`src/logic/uart_config.svh`:
```
// ------------------------------------------------
// UART peripheral sizing macros
// Character width, AXI4-Lite bus widths, baud
// divisor width and its reset value
// ------------------------------------------------

`ifndef UART_CONFIG_SVH
`define UART_CONFIG_SVH

// Character width in bits
`define UART_DATA_W   8

// AXI4-Lite bus, eight word registers
`define UART_AXIL_AW  5
`define UART_AXIL_DW  32

// Bit time is (divisor + 1) clock cycles
`define UART_BAUD_W   16
`define UART_BAUD_RST 7

`endif

```
`src/logic/uart_pkg.sv`:
```
// ------------------------------------------------
// UART shared types: register index, FSM states
// and AXI response codes
// ------------------------------------------------

package uart_pkg;

    // Word index from address bits 4:2, 6 and 7 unmapped
    typedef enum logic [2:0] {
        REG_TXDATA   = 3'd0,
        REG_RXDATA   = 3'd1,
        REG_BAUD     = 3'd2,
        REG_CTRL     = 3'd3,
        REG_STATUS   = 3'd4,
        REG_INT_MASK = 3'd5
    } uart_reg_e;

    typedef enum logic [1:0] {
        TX_IDLE, TX_START, TX_DATA, TX_STOP
    } tx_state_e;

    typedef enum logic [1:0] {
        RX_IDLE, RX_START, RX_DATA, RX_STOP
    } rx_state_e;

    typedef enum logic [1:0] {
        RESP_OKAY   = 2'b00,
        RESP_SLVERR = 2'b10
    } axil_resp_e;

endpackage

```
`src/logic/uart_axil_regs.sv`:
```
// ------------------------------------------------
// AXI4-Lite slave register block for the UART
// Register file, sticky status, TX pulse and IRQ
// ------------------------------------------------
`timescale 1ns/1ns
`include "uart_config.svh"

module uart_axil_regs (
    input  logic                        clk,
    input  logic                        rst_n,
    input  logic [`UART_AXIL_AW-1:0]    s_axil_awaddr_i,
    input  logic                        s_axil_awvalid_i,
    output logic                        s_axil_awready_o,
    input  logic [`UART_AXIL_DW-1:0]    s_axil_wdata_i,
    input  logic                        s_axil_wvalid_i,
    output logic                        s_axil_wready_o,
    output uart_pkg::axil_resp_e        s_axil_bresp_o,
    output logic                        s_axil_bvalid_o,
    input  logic                        s_axil_bready_i,
    input  logic [`UART_AXIL_AW-1:0]    s_axil_araddr_i,
    input  logic                        s_axil_arvalid_i,
    output logic                        s_axil_arready_o,
    output logic [`UART_AXIL_DW-1:0]    s_axil_rdata_o,
    output uart_pkg::axil_resp_e        s_axil_rresp_o,
    output logic                        s_axil_rvalid_o,
    input  logic                        s_axil_rready_i,
    output logic [`UART_DATA_W-1:0]     tx_data_o,
    output logic                        tx_valid_o,
    output logic                        two_stop_o,
    output logic [`UART_BAUD_W-1:0]     baud_div_o,
    input  logic                        tx_ready_i,
    input  logic [`UART_DATA_W-1:0]     rx_data_i,
    input  logic                        rx_valid_i,
    input  logic                        rx_frame_err_i,
    output logic                        irq_o
);
    import uart_pkg::*;

    uart_reg_e                  wr_idx;
    uart_reg_e                  rd_idx;
    logic                       wr_fire;
    logic                       rd_fire;
    axil_resp_e                 wr_resp;
    axil_resp_e                 rd_resp;
    logic [`UART_AXIL_DW-1:0]   rd_data;

    logic [`UART_DATA_W-1:0]    rx_byte_q;
    logic                       rx_held_q;
    logic                       frame_err_q;
    logic                       overrun_q;
    logic [3:0]                 int_mask_q;
    logic [3:0]                 status;
    logic                       tx_busy;
    logic                       rx_read;

    // ------------------------------------------------
    // Handshake and decode
    // ------------------------------------------------
    assign wr_idx  = uart_reg_e'(s_axil_awaddr_i[4:2]);
    assign rd_idx  = uart_reg_e'(s_axil_araddr_i[4:2]);
    assign wr_fire = s_axil_awvalid_i & s_axil_wvalid_i & ~s_axil_bvalid_o;
    assign rd_fire = s_axil_arvalid_i & ~s_axil_rvalid_o;
    assign rx_read = rd_fire & (rd_idx == REG_RXDATA);

    assign s_axil_awready_o = wr_fire;
    assign s_axil_wready_o  = wr_fire;
    assign s_axil_arready_o = rd_fire;

    // A byte waiting for the transmitter counts as busy
    assign tx_busy = ~tx_ready_i | tx_valid_o;
    assign status  = {overrun_q, frame_err_q, rx_held_q, ~tx_busy};

    always_comb begin
        wr_resp = RESP_OKAY;
        case (wr_idx)
            REG_TXDATA, REG_RXDATA, REG_BAUD,
            REG_CTRL, REG_STATUS, REG_INT_MASK: wr_resp = RESP_OKAY;
            default: wr_resp = RESP_SLVERR;
        endcase
    end

    always_comb begin
        rd_data = '0;
        rd_resp = RESP_OKAY;
        case (rd_idx)
            REG_TXDATA: rd_data[`UART_AXIL_DW-1] = tx_busy;
            REG_RXDATA: begin
                rd_data[`UART_AXIL_DW-1]  = ~rx_held_q;
                rd_data[`UART_DATA_W-1:0] = rx_byte_q;
            end
            REG_BAUD:     rd_data[`UART_BAUD_W-1:0] = baud_div_o;
            REG_CTRL:     rd_data[0] = two_stop_o;
            REG_STATUS:   rd_data[3:0] = status;
            REG_INT_MASK: rd_data[3:0] = int_mask_q;
            default:      rd_resp = RESP_SLVERR;
        endcase
    end

    // ------------------------------------------------
    // Register file and status
    // ------------------------------------------------
    always_ff @(posedge clk) begin
        if (!rst_n) begin
            s_axil_bvalid_o <= 1'b0;
            s_axil_bresp_o  <= RESP_OKAY;
            s_axil_rvalid_o <= 1'b0;
            s_axil_rresp_o  <= RESP_OKAY;
            s_axil_rdata_o  <= '0;
            tx_valid_o      <= 1'b0;
            baud_div_o      <= `UART_BAUD_W'(`UART_BAUD_RST);
            two_stop_o      <= 1'b0;
            int_mask_q      <= '0;
            rx_byte_q       <= '0;
            rx_held_q       <= 1'b0;
            frame_err_q     <= 1'b0;
            overrun_q       <= 1'b0;
            irq_o           <= 1'b0;
        end else begin
            tx_valid_o <= 1'b0;
            if (wr_fire) begin
                s_axil_bvalid_o <= 1'b1;
                s_axil_bresp_o  <= wr_resp;
                case (wr_idx)
                    REG_TXDATA:   tx_valid_o <= 1'b1;
                    REG_BAUD:     baud_div_o <= s_axil_wdata_i[`UART_BAUD_W-1:0];
                    REG_CTRL:     two_stop_o <= s_axil_wdata_i[0];
                    REG_INT_MASK: int_mask_q <= s_axil_wdata_i[3:0];
                    REG_STATUS: begin
                        // Write one to clear the sticky errors
                        if (s_axil_wdata_i[2]) frame_err_q <= 1'b0;
                        if (s_axil_wdata_i[3]) overrun_q <= 1'b0;
                    end
                    default: ;
                endcase
            end else if (s_axil_bready_i) begin
                s_axil_bvalid_o <= 1'b0;
            end

            if (rd_fire) begin
                s_axil_rvalid_o <= 1'b1;
                s_axil_rdata_o  <= rd_data;
                s_axil_rresp_o  <= rd_resp;
            end else if (s_axil_rready_i) begin
                s_axil_rvalid_o <= 1'b0;
            end

            // New byte wins over a read clearing the held flag
            if (rx_valid_i) begin
                rx_byte_q <= rx_data_i;
                rx_held_q <= 1'b1;
                if (rx_held_q && !rx_read) overrun_q <= 1'b1;
            end else if (rx_read) begin
                rx_held_q <= 1'b0;
            end
            if (rx_frame_err_i) frame_err_q <= 1'b1;

            irq_o <= |(status & int_mask_q);
        end
    end

    // Byte offered to the transmitter
    always_ff @(posedge clk) begin
        if (wr_fire && wr_idx == REG_TXDATA) begin
            tx_data_o <= s_axil_wdata_i[`UART_DATA_W-1:0];
        end
    end

endmodule

```
`src/logic/uart_tx.sv`:
```
// ------------------------------------------------
// UART serial transmitter
// Start bit, 8 data bits LSB first, 1 or 2 stops
// ------------------------------------------------
`timescale 1ns/1ns
`include "uart_config.svh"

module uart_tx (
    input  logic                        clk,
    input  logic                        rst_n,
    input  logic [`UART_DATA_W-1:0]     tx_data_i,
    input  logic                        tx_valid_i,
    output logic                        tx_ready_o,
    input  logic [`UART_BAUD_W-1:0]     baud_div_i,
    input  logic                        two_stop_i,
    output logic                        txd_o
);
    import uart_pkg::*;

    localparam int IDX_W = $clog2(`UART_DATA_W);

    tx_state_e                  state_q;
    logic [`UART_BAUD_W-1:0]    cnt_q;
    logic [IDX_W-1:0]           bit_idx_q;
    logic [`UART_DATA_W-1:0]    shift_q;
    logic                       two_stop_q;
    logic                       stop2_q;
    logic                       bit_done;
    logic                       xfer;

    assign tx_ready_o = (state_q == TX_IDLE);
    assign xfer       = tx_valid_i & tx_ready_o;
    assign bit_done   = (cnt_q == baud_div_i);

    always_ff @(posedge clk) begin
        if (!rst_n) begin
            state_q    <= TX_IDLE;
            cnt_q      <= '0;
            bit_idx_q  <= '0;
            two_stop_q <= 1'b0;
            stop2_q    <= 1'b0;
            txd_o      <= 1'b1;
        end else begin
            cnt_q <= (bit_done || state_q == TX_IDLE) ? '0 : cnt_q + 1'b1;
            case (state_q)
                TX_IDLE: if (xfer) begin
                    state_q    <= TX_START;
                    txd_o      <= 1'b0;
                    two_stop_q <= two_stop_i;
                    stop2_q    <= 1'b0;
                end
                TX_START: if (bit_done) begin
                    state_q   <= TX_DATA;
                    txd_o     <= shift_q[0];
                    bit_idx_q <= '0;
                end
                TX_DATA: if (bit_done) begin
                    if (bit_idx_q == IDX_W'(`UART_DATA_W - 1)) begin
                        state_q <= TX_STOP;
                        txd_o   <= 1'b1;
                    end else begin
                        txd_o     <= shift_q[1];
                        bit_idx_q <= bit_idx_q + 1'b1;
                    end
                end
                TX_STOP: if (bit_done) begin
                    if (two_stop_q && !stop2_q) stop2_q <= 1'b1;
                    else state_q <= TX_IDLE;
                end
                default: state_q <= TX_IDLE;
            endcase
        end
    end

    // Shift register, bit 0 is the next data bit on the line
    always_ff @(posedge clk) begin
        if (xfer) shift_q <= tx_data_i;
        else if (state_q == TX_DATA && bit_done) shift_q <= shift_q >> 1;
    end

endmodule

```
`src/logic/uart_rx.sv`:
```
// ------------------------------------------------
// UART serial receiver
// Input synchronizer, mid-bit sampling, stop check
// ------------------------------------------------
`timescale 1ns/1ns
`include "uart_config.svh"

module uart_rx (
    input  logic                        clk,
    input  logic                        rst_n,
    input  logic                        rxd_i,
    input  logic [`UART_BAUD_W-1:0]     baud_div_i,
    output logic [`UART_DATA_W-1:0]     rx_data_o,
    output logic                        rx_valid_o,
    output logic                        rx_frame_err_o
);
    import uart_pkg::*;

    localparam int IDX_W = $clog2(`UART_DATA_W);

    rx_state_e                  state_q;
    logic                       rxd_s1;
    logic                       rxd_s2;
    logic                       rxd_prev;
    logic [`UART_BAUD_W-1:0]    cnt_q;
    logic [IDX_W-1:0]           bit_idx_q;
    logic [`UART_DATA_W-1:0]    shift_q;
    logic                       half_done;
    logic                       bit_done;

    assign half_done = (cnt_q == (baud_div_i >> 1));
    assign bit_done  = (cnt_q == baud_div_i);

    // Two flop synchronizer plus one for edge detect
    always_ff @(posedge clk) begin
        if (!rst_n) begin
            rxd_s1   <= 1'b1;
            rxd_s2   <= 1'b1;
            rxd_prev <= 1'b1;
        end else begin
            rxd_s1   <= rxd_i;
            rxd_s2   <= rxd_s1;
            rxd_prev <= rxd_s2;
        end
    end

    always_ff @(posedge clk) begin
        if (!rst_n) begin
            state_q        <= RX_IDLE;
            cnt_q          <= '0;
            bit_idx_q      <= '0;
            rx_valid_o     <= 1'b0;
            rx_frame_err_o <= 1'b0;
        end else begin
            rx_valid_o     <= 1'b0;
            rx_frame_err_o <= 1'b0;
            cnt_q          <= cnt_q + 1'b1;
            case (state_q)
                RX_IDLE: begin
                    cnt_q <= '0;
                    if (rxd_prev && !rxd_s2) state_q <= RX_START;
                end
                // Confirm the start bit at its middle
                RX_START: if (half_done) begin
                    cnt_q     <= '0;
                    bit_idx_q <= '0;
                    state_q   <= rxd_s2 ? RX_IDLE : RX_DATA;
                end
                RX_DATA: if (bit_done) begin
                    cnt_q     <= '0;
                    bit_idx_q <= bit_idx_q + 1'b1;
                    if (bit_idx_q == IDX_W'(`UART_DATA_W - 1)) state_q <= RX_STOP;
                end
                RX_STOP: if (bit_done) begin
                    state_q        <= RX_IDLE;
                    rx_valid_o     <= rxd_s2;
                    rx_frame_err_o <= ~rxd_s2;
                end
                default: state_q <= RX_IDLE;
            endcase
        end
    end

    // Byte assembly, LSB arrives first
    always_ff @(posedge clk) begin
        if (state_q == RX_DATA && bit_done) shift_q <= {rxd_s2, shift_q[`UART_DATA_W-1:1]};
        if (state_q == RX_STOP && bit_done && rxd_s2) rx_data_o <= shift_q;
    end

endmodule

```
`src/logic/uart_top.sv`:
```
// ------------------------------------------------
// UART peripheral top level
// AXI4-Lite register block with TX and RX engines
// ------------------------------------------------
`timescale 1ns/1ns
`include "uart_config.svh"

module uart_top (
    input  logic                        clk,
    input  logic                        rst_n,
    input  logic [`UART_AXIL_AW-1:0]    s_axil_awaddr_i,
    input  logic                        s_axil_awvalid_i,
    output logic                        s_axil_awready_o,
    input  logic [`UART_AXIL_DW-1:0]    s_axil_wdata_i,
    input  logic                        s_axil_wvalid_i,
    output logic                        s_axil_wready_o,
    output logic [1:0]                  s_axil_bresp_o,
    output logic                        s_axil_bvalid_o,
    input  logic                        s_axil_bready_i,
    input  logic [`UART_AXIL_AW-1:0]    s_axil_araddr_i,
    input  logic                        s_axil_arvalid_i,
    output logic                        s_axil_arready_o,
    output logic [`UART_AXIL_DW-1:0]    s_axil_rdata_o,
    output logic [1:0]                  s_axil_rresp_o,
    output logic                        s_axil_rvalid_o,
    input  logic                        s_axil_rready_i,
    input  logic                        uart_rxd_i,
    output logic                        uart_txd_o,
    output logic                        uart_irq_o
);

    logic [`UART_DATA_W-1:0]    tx_data;
    logic                       tx_valid;
    logic                       tx_ready;
    logic [`UART_BAUD_W-1:0]    baud_div;
    logic                       two_stop;
    logic [`UART_DATA_W-1:0]    rx_data;
    logic                       rx_valid;
    logic                       rx_frame_err;

    uart_axil_regs u_regs (
        .clk              (clk),
        .rst_n            (rst_n),
        .s_axil_awaddr_i  (s_axil_awaddr_i),
        .s_axil_awvalid_i (s_axil_awvalid_i),
        .s_axil_awready_o (s_axil_awready_o),
        .s_axil_wdata_i   (s_axil_wdata_i),
        .s_axil_wvalid_i  (s_axil_wvalid_i),
        .s_axil_wready_o  (s_axil_wready_o),
        .s_axil_bresp_o   (s_axil_bresp_o),
        .s_axil_bvalid_o  (s_axil_bvalid_o),
        .s_axil_bready_i  (s_axil_bready_i),
        .s_axil_araddr_i  (s_axil_araddr_i),
        .s_axil_arvalid_i (s_axil_arvalid_i),
        .s_axil_arready_o (s_axil_arready_o),
        .s_axil_rdata_o   (s_axil_rdata_o),
        .s_axil_rresp_o   (s_axil_rresp_o),
        .s_axil_rvalid_o  (s_axil_rvalid_o),
        .s_axil_rready_i  (s_axil_rready_i),
        .tx_data_o        (tx_data),
        .tx_valid_o       (tx_valid),
        .two_stop_o       (two_stop),
        .baud_div_o       (baud_div),
        .tx_ready_i       (tx_ready),
        .rx_data_i        (rx_data),
        .rx_valid_i       (rx_valid),
        .rx_frame_err_i   (rx_frame_err),
        .irq_o            (uart_irq_o)
    );

    uart_tx u_tx (
        .clk        (clk),
        .rst_n      (rst_n),
        .tx_data_i  (tx_data),
        .tx_valid_i (tx_valid),
        .tx_ready_o (tx_ready),
        .baud_div_i (baud_div),
        .two_stop_i (two_stop),
        .txd_o      (uart_txd_o)
    );

    uart_rx u_rx (
        .clk            (clk),
        .rst_n          (rst_n),
        .rxd_i          (uart_rxd_i),
        .baud_div_i     (baud_div),
        .rx_data_o      (rx_data),
        .rx_valid_o     (rx_valid),
        .rx_frame_err_o (rx_frame_err)
    );

endmodule

```
`config.mk`:
```
export PLATFORM = sky130hd
export DESIGN_NAME = uart_top
export DESIGN_NICKNAME = d
export VERILOG_FILES = /design/src/logic/uart_pkg.sv /design/src/logic/uart_axil_regs.sv /design/src/logic/uart_tx.sv /design/src/logic/uart_rx.sv /design/src/logic/uart_top.sv
export VERILOG_INCLUDE_DIRS = /design/src /design/src/logic
export SDC_FILE = /design/constraint.sdc
export NUM_CORES = 1
export LEC_CHECK = 0
export BUFFER_PORTS_ARGS = -buffer_cell sky130_fd_sc_hd__buf_2
export CAP_MARGIN = 30
export CORE_MARGIN = 3
export CORE_UTILIZATION = 25
export DETAILED_ROUTE_END_ITERATION = 8
export MAX_ROUTING_LAYER = met4
export REMOVE_ABC_BUFFERS = 1
export SKIP_LAST_GASP = 1
export SLEW_MARGIN = 20
export SYNTH_ARGS = -nofsm -noshare
export SYNTH_HDL_FRONTEND = slang
export SYNTH_HIERARCHICAL = 1
export SYNTH_SLANG_ARGS = --single-unit
```
`constraint.sdc`:
```
create_clock -name clk -period 5.2 [get_ports clk]
set_input_delay 0.52 -clock clk [delete_from_list [all_inputs] [get_ports clk]]
set_output_delay 0.52 -clock clk [all_outputs]
set_load 0.01 [all_outputs]
```
# [Yosys cells after proc, flatten, opt, wreduce, memory -nomap -nowiden]
# Cells that the tools add are included.
[totals] in_bits=50 ff_bits=139 wordCells=185 output_inout_bits=43
[classes] reduce_logical=44 addsub=4 n_eq_ne=34 n_bitwise=14 n_mux=57
[ops] cell="$pmux 16 s3" n=1
[ops] cell="$add 16x1->16 const B" n=2
[ops] cell="$eq 16x16->1" n=2
[ops] cell="$mux 16" n=2
[ops] cell="$mux 2" n=14
[ops] cell="$mux 8" n=3
[ops] cell="$mux 1" n=22
[ops] cell="$ne 2x1->1 const B" n=11
[ops] cell="$reduce_bool 2->1" n=10
[ops] cell="$eq 3x3->1 const B" n=6
[ops] cell="$eq 16x15->1" n=1
[ops] cell="$pmux 2 s4" n=2
[ops] cell="$mux 3" n=5
[ops] cell="$eq 3x2->1 const B" n=4
[ops] cell="$pmux 3 s2" n=2
[ops] cell="$pmux 3 s4" n=1
[ops] cell="$reduce_and 4->1" n=3
[ops] cell="$reduce_or 6->1" n=2
[ops] cell="$reduce_and 2->1" n=5
[ops] cell="$reduce_and 3->1" n=3
[ops] cell="$eq 2x2->1 const B" n=4
[ops] cell="$logic_and 1x1->1" n=8
[ops] cell="$pmux 4 s2" n=1
[ops] cell="$not 1->1" n=7
[ops] cell="19 further kinds" n=32

# [Longest topological paths before layout]
[logic_depth] ltp_word=7 depth_mapped=8 ltp_nobuf=7

# [Cells and area by module]
# The synthesis kept the hierarchy.
[modules_own_cells] module="uart_axil_regs" cells_per_inst=273 seq_area_each_um2=1341.3 instances=1 area_each_um2=2802.7
[modules_own_cells] module="uart_rx" cells_per_inst=176 seq_area_each_um2=1001.0 instances=1 area_each_um2=1964.4
[modules_own_cells] module="uart_tx" cells_per_inst=173 seq_area_each_um2=720.7 instances=1 area_each_um2=1687.9

# [Worst setup path before layout]
# No wires, ideal clock.
[synth_timing] path_type="reg2reg" from="register u_regs.baud_div_o[8]" to="register u_tx.shift_q[0] (enable)" stages_incl_launch_ff=6 arrival_time_ns=1.705 n_path_buf=1 setup_slack_ns=3.111 period_less_slack_ns=2.089 cell_sequence="dfxtp_1 xor2_1 nor4_1 nand4_1 buf_6 o21ai_0"
[synth_via] elab_chain_cells=3
[synth_lines] item="start, declared" line_no="uart_axil_regs.sv:30" text="output logic [`UART_BAUD_W-1:0] baud_div_o,"
[synth_lines] item="start signal, assigned" line_no="uart_axil_regs.sv:110" text="baud_div_o <= `UART_BAUD_W'(`UART_BAUD_RST);"
[synth_lines] item="start signal, assigned" line_no="uart_axil_regs.sv:125" text="REG_BAUD: baud_div_o <= s_axil_wdata_i[`UART_BAUD_W-1:0];"
[synth_lines] item="$eq 16x16->1" line_no="uart_tx.sv:33" text="assign bit_done = (cnt_q == baud_div_i);"
[synth_lines] item="$logic_and 1x1->1" line_no="uart_tx.sv:78" text="else if (state_q == TX_DATA && bit_done) shift_q <= shift_q >> 1;"
[synth_lines] item="$reduce_bool 2->1 (no line)"
[synth_lines] item="end signal, assigned" line_no="uart_tx.sv:77" text="if (xfer) shift_q <= tx_data_i;"
[synth_lines] item="end signal, assigned" line_no="uart_tx.sv:78"
[synth_lines] item="end, declared" line_no="uart_tx.sv:25" text="logic [`UART_DATA_W-1:0] shift_q;"
# Every way passes these cells.
# A chain may end at the register's enable or synchronous reset.

# [Final worst setup path]
[layout_timing] from="register u_regs.baud_div_o[4]" to="register u_tx.shift_q[1] (enable)"
# Same word-level chain as after synthesis.

==> reports/results.tsv <==
metric	value	unit
status	finished clean	
Resized cells post-CTS	0	
cell area power density	335.7	nW/um2
largest net degree at the start of global routing	61	
via count	4468	
initial antenna violation count	0	
Crit path max-delay family	simple AND/OR/NAND/NOR gates	
worst ir drop on vdd	153.3	uV
Post-Syn Area	6455	um2
drt pass-1 iters	4	
first-pass GRT wire length	23000	um
Rel. slew slack	48.38	%
Cell variety after synth	76	
placed insts	977	
Primary FF master, synth	dfxtp_1	
Yosys top cell by area	dfxtp_1	
EDFF count, synth	32	
ANT cells	0	
Core Area	25250	um2
number of global-route vias before repair	4390	
Slew Limit Fails	0	
clk root buf	clkbuf_16	
crit path time final	2.734	ns
worst-path fanout max	11	
GPL Wtd Cong	0.8067	
Layout Cells excl Fill	1009	
CP required	5.33	ns
Vias/cell	4.428	
CTS max path bufs	2	
Setup Skew	0.01066	ns
WL final	14010	um
Crit. End Element	register	
# clock sinks	137	
CP Class	register to register	
PortBufs	55	
Synth async-reset ratio	0	%
Setup Fix Bufs, Post-CTS	0	
Reg clk slew, reported paths	0.06	ns
CP peak stage delay	0.66	ns
DR WL/cell	13.88	um
Post-CTS Hold Buffers	0	
Die Wd	166.7	um
grt ovf	0	
NumNets Final	726	
cells after synthesis	622	
Die Y	166.7	um
Synth warnings	6	
Synth top area share	32.56	%
Global Route Usage Sum	10.57	%
max cap viols	0	
Worst path slowest cell	o21ai_0	
CTS tree	yes	
Die ar.	27780	um2
Final Setup Violations	0	
Cell Chain, Critical Path	xor2_1 -> nor4_1 -> nand4_1 -> o21ai_0 -> buf_2	
register bit count reported by yosys	137	
sequential area share after synthesis	47.45	%
# IOs	93	
H-tree levels	4	
area delta synth->final	16.07	%
count leader, synth	dfxtp_1	
actual slew at the worst max-slew pin	0.7686	ns
ANT nets after route	0	
DR iter-0 viols	290	
TritonCTS buffer count	17	
Post-synth top cells	dfxtp_1 (105), nand2_1 (52), xor2_1 (45), nor2_1 (44), edfxtp_1 (32)	
hpwl dp	9858	um
P_leak	2.857	nW
# fillers	2640	
crit path buf inv count	1	
RSZ-0062 raised after global routing	false	
Clk Latency, worst-skew pair	0.42	ns
fraction of layout cells with a size suffix above 1	19.59	%
min-delay worst type	input pin to register	
fin crit share	52.57	%
final hold vios	0	
f_max	365.8	MHz
drt drc	0	
Area contributors post-synth	dfxtp_1 (33%), edfxtp_1 (15%), xor2_1 (6.1%), xnor2_1 (3.8%), nand2_1 (3.0%)	
setup tns final	0	ns
critical path arrival	2.86	ns
Initial Util	25.56	%
Rows	58	
synthesized area per cell	10.38	um2
Startpoint Class	register	
-- area by class of cell --
class	count	area [um2]	share of cell area (%)
tap	330	412.9	5.511
clock inverter	8	110.1	1.470
sequential	137	3063	40.88
inverter	14	52.55	0.7014
timing repair buffer	58	295.3	3.941
clock buffer	24	504.2	6.730
multi-input combinational	438	3054	40.76
-- cell usage in the layout, fill, tap and decap left out, types with 3 or more instances in the layout --
master,count
nor2b_1,25
a32oi_1,4
a22o_1,3
o21ai_2,7
nor2_2,3
mux2_2,8
a22oi_1,11
a21oi_1,5
nand2_1,52
nand3_2,8
o21ai_0,6
nor2_1,44
nand3_1,23
ha_1,10
o22ai_1,3
clkbuf_1,4
xor2_1,45
edfxtp_1,32
nor3_1,8
inv_1,12
o21ai_1,12
o21a_1,4
xnor2_2,3
nand4_1,13
dfxtp_1,105
xnor2_1,28
clkinv_4,3
a21boi_0,3
conb_1,17
nand2b_1,7
clkbuf_16,19
buf_2,56
mux2i_1,16
nor4_1,7
and3_1,14
-- metrics by stage --
stage / hold slack, ns / cell area (um2) / worst slack (ns) / util [%] / power [mW]
after floorplan: 0.3863 / 6170 / 2.961 / - / 1.239
after global placement: 0.4045 / 6873 / 2.321 / 27.21 / 1.307
after detailed placement: 0.4066 / 6878 / 2.436 / 27.23 / 1.309
after CTS: 0.2495 / 7492 / 2.415 / 29.67 / 2.552
after global routing: 0.2644 / 7492 / 2.214 / 29.67 / 2.606
final: 0.2733 / 7492 / 2.466 / 29.67 / 2.515
-- routing by layer --
metal | wire length [um] | GRT usage, % | share of wire (%) | vias up
met5 | 0 | - | 0 | -
met4 | 316 | 4.340 | 2.3 | 0
met3 | 804 | 3.845 | 5.7 | 25
met2 | 6501 | 16.23 | 46 | 77
met1 | 6385 | 12.60 | 46 | 2132
li1 | - | - | - | 2234
-- path summary, 6_finish.rpt --
path	from	cells after the start	slack (ns)	to
min reg2reg	u_rx/rxd_s1	1	0.42	u_rx/rxd_s2
max	u_regs/baud_div_o[4]	5	2.47	u_tx/shift_q[1]
max reg2reg	u_regs/baud_div_o[4]	5	2.47	u_tx/shift_q[1]
min	uart_rxd_i	2	0.27	u_rx/rxd_s1
-- report_power, final --
| group | leakage (nW) | internal, mW | total (mW) | switching [mW] |
|---|---|---|---|---|
| combinational | 1.43 | 0.0607 | 0.169 | 0.109 |
| clock | 0.291 | 0.780 | 1.23 | 0.450 |
| sequential | 1.14 | 1.10 | 1.12 | 0.0148 |
-- registers in the layout, summed over array words and instances (netlist names), 2 cells and up, named ones only --
signal and flops:
u_rx/bit_idx_q 3, u_tx/cnt_q 16, u_tx/bit_idx_q 3, u_regs/tx_data_o 8, u_rx/cnt_q 16, u_regs/int_mask_q 4, u_regs/rx_byte_q 8, u_rx/shift_q 8
u_regs/baud_div_o 16, u_tx/shift_q 8, u_rx/rx_data_o 8, u_regs/s_axil_rdata_o 17, u_tx/state_q 2
-- kinds of logic after synthesis --
logic type	count (synthesis)	synth area share (%)
xor+xnor	76	10.66
flops	137	47.45
simple gates	229	20.14
other cells	1	0.05810
compound gates	79	9.130
mux	27	4.458
fa+ha+maj	10	1.938
buf+inv	63	6.164
Power figures use the tool's default switching activity.
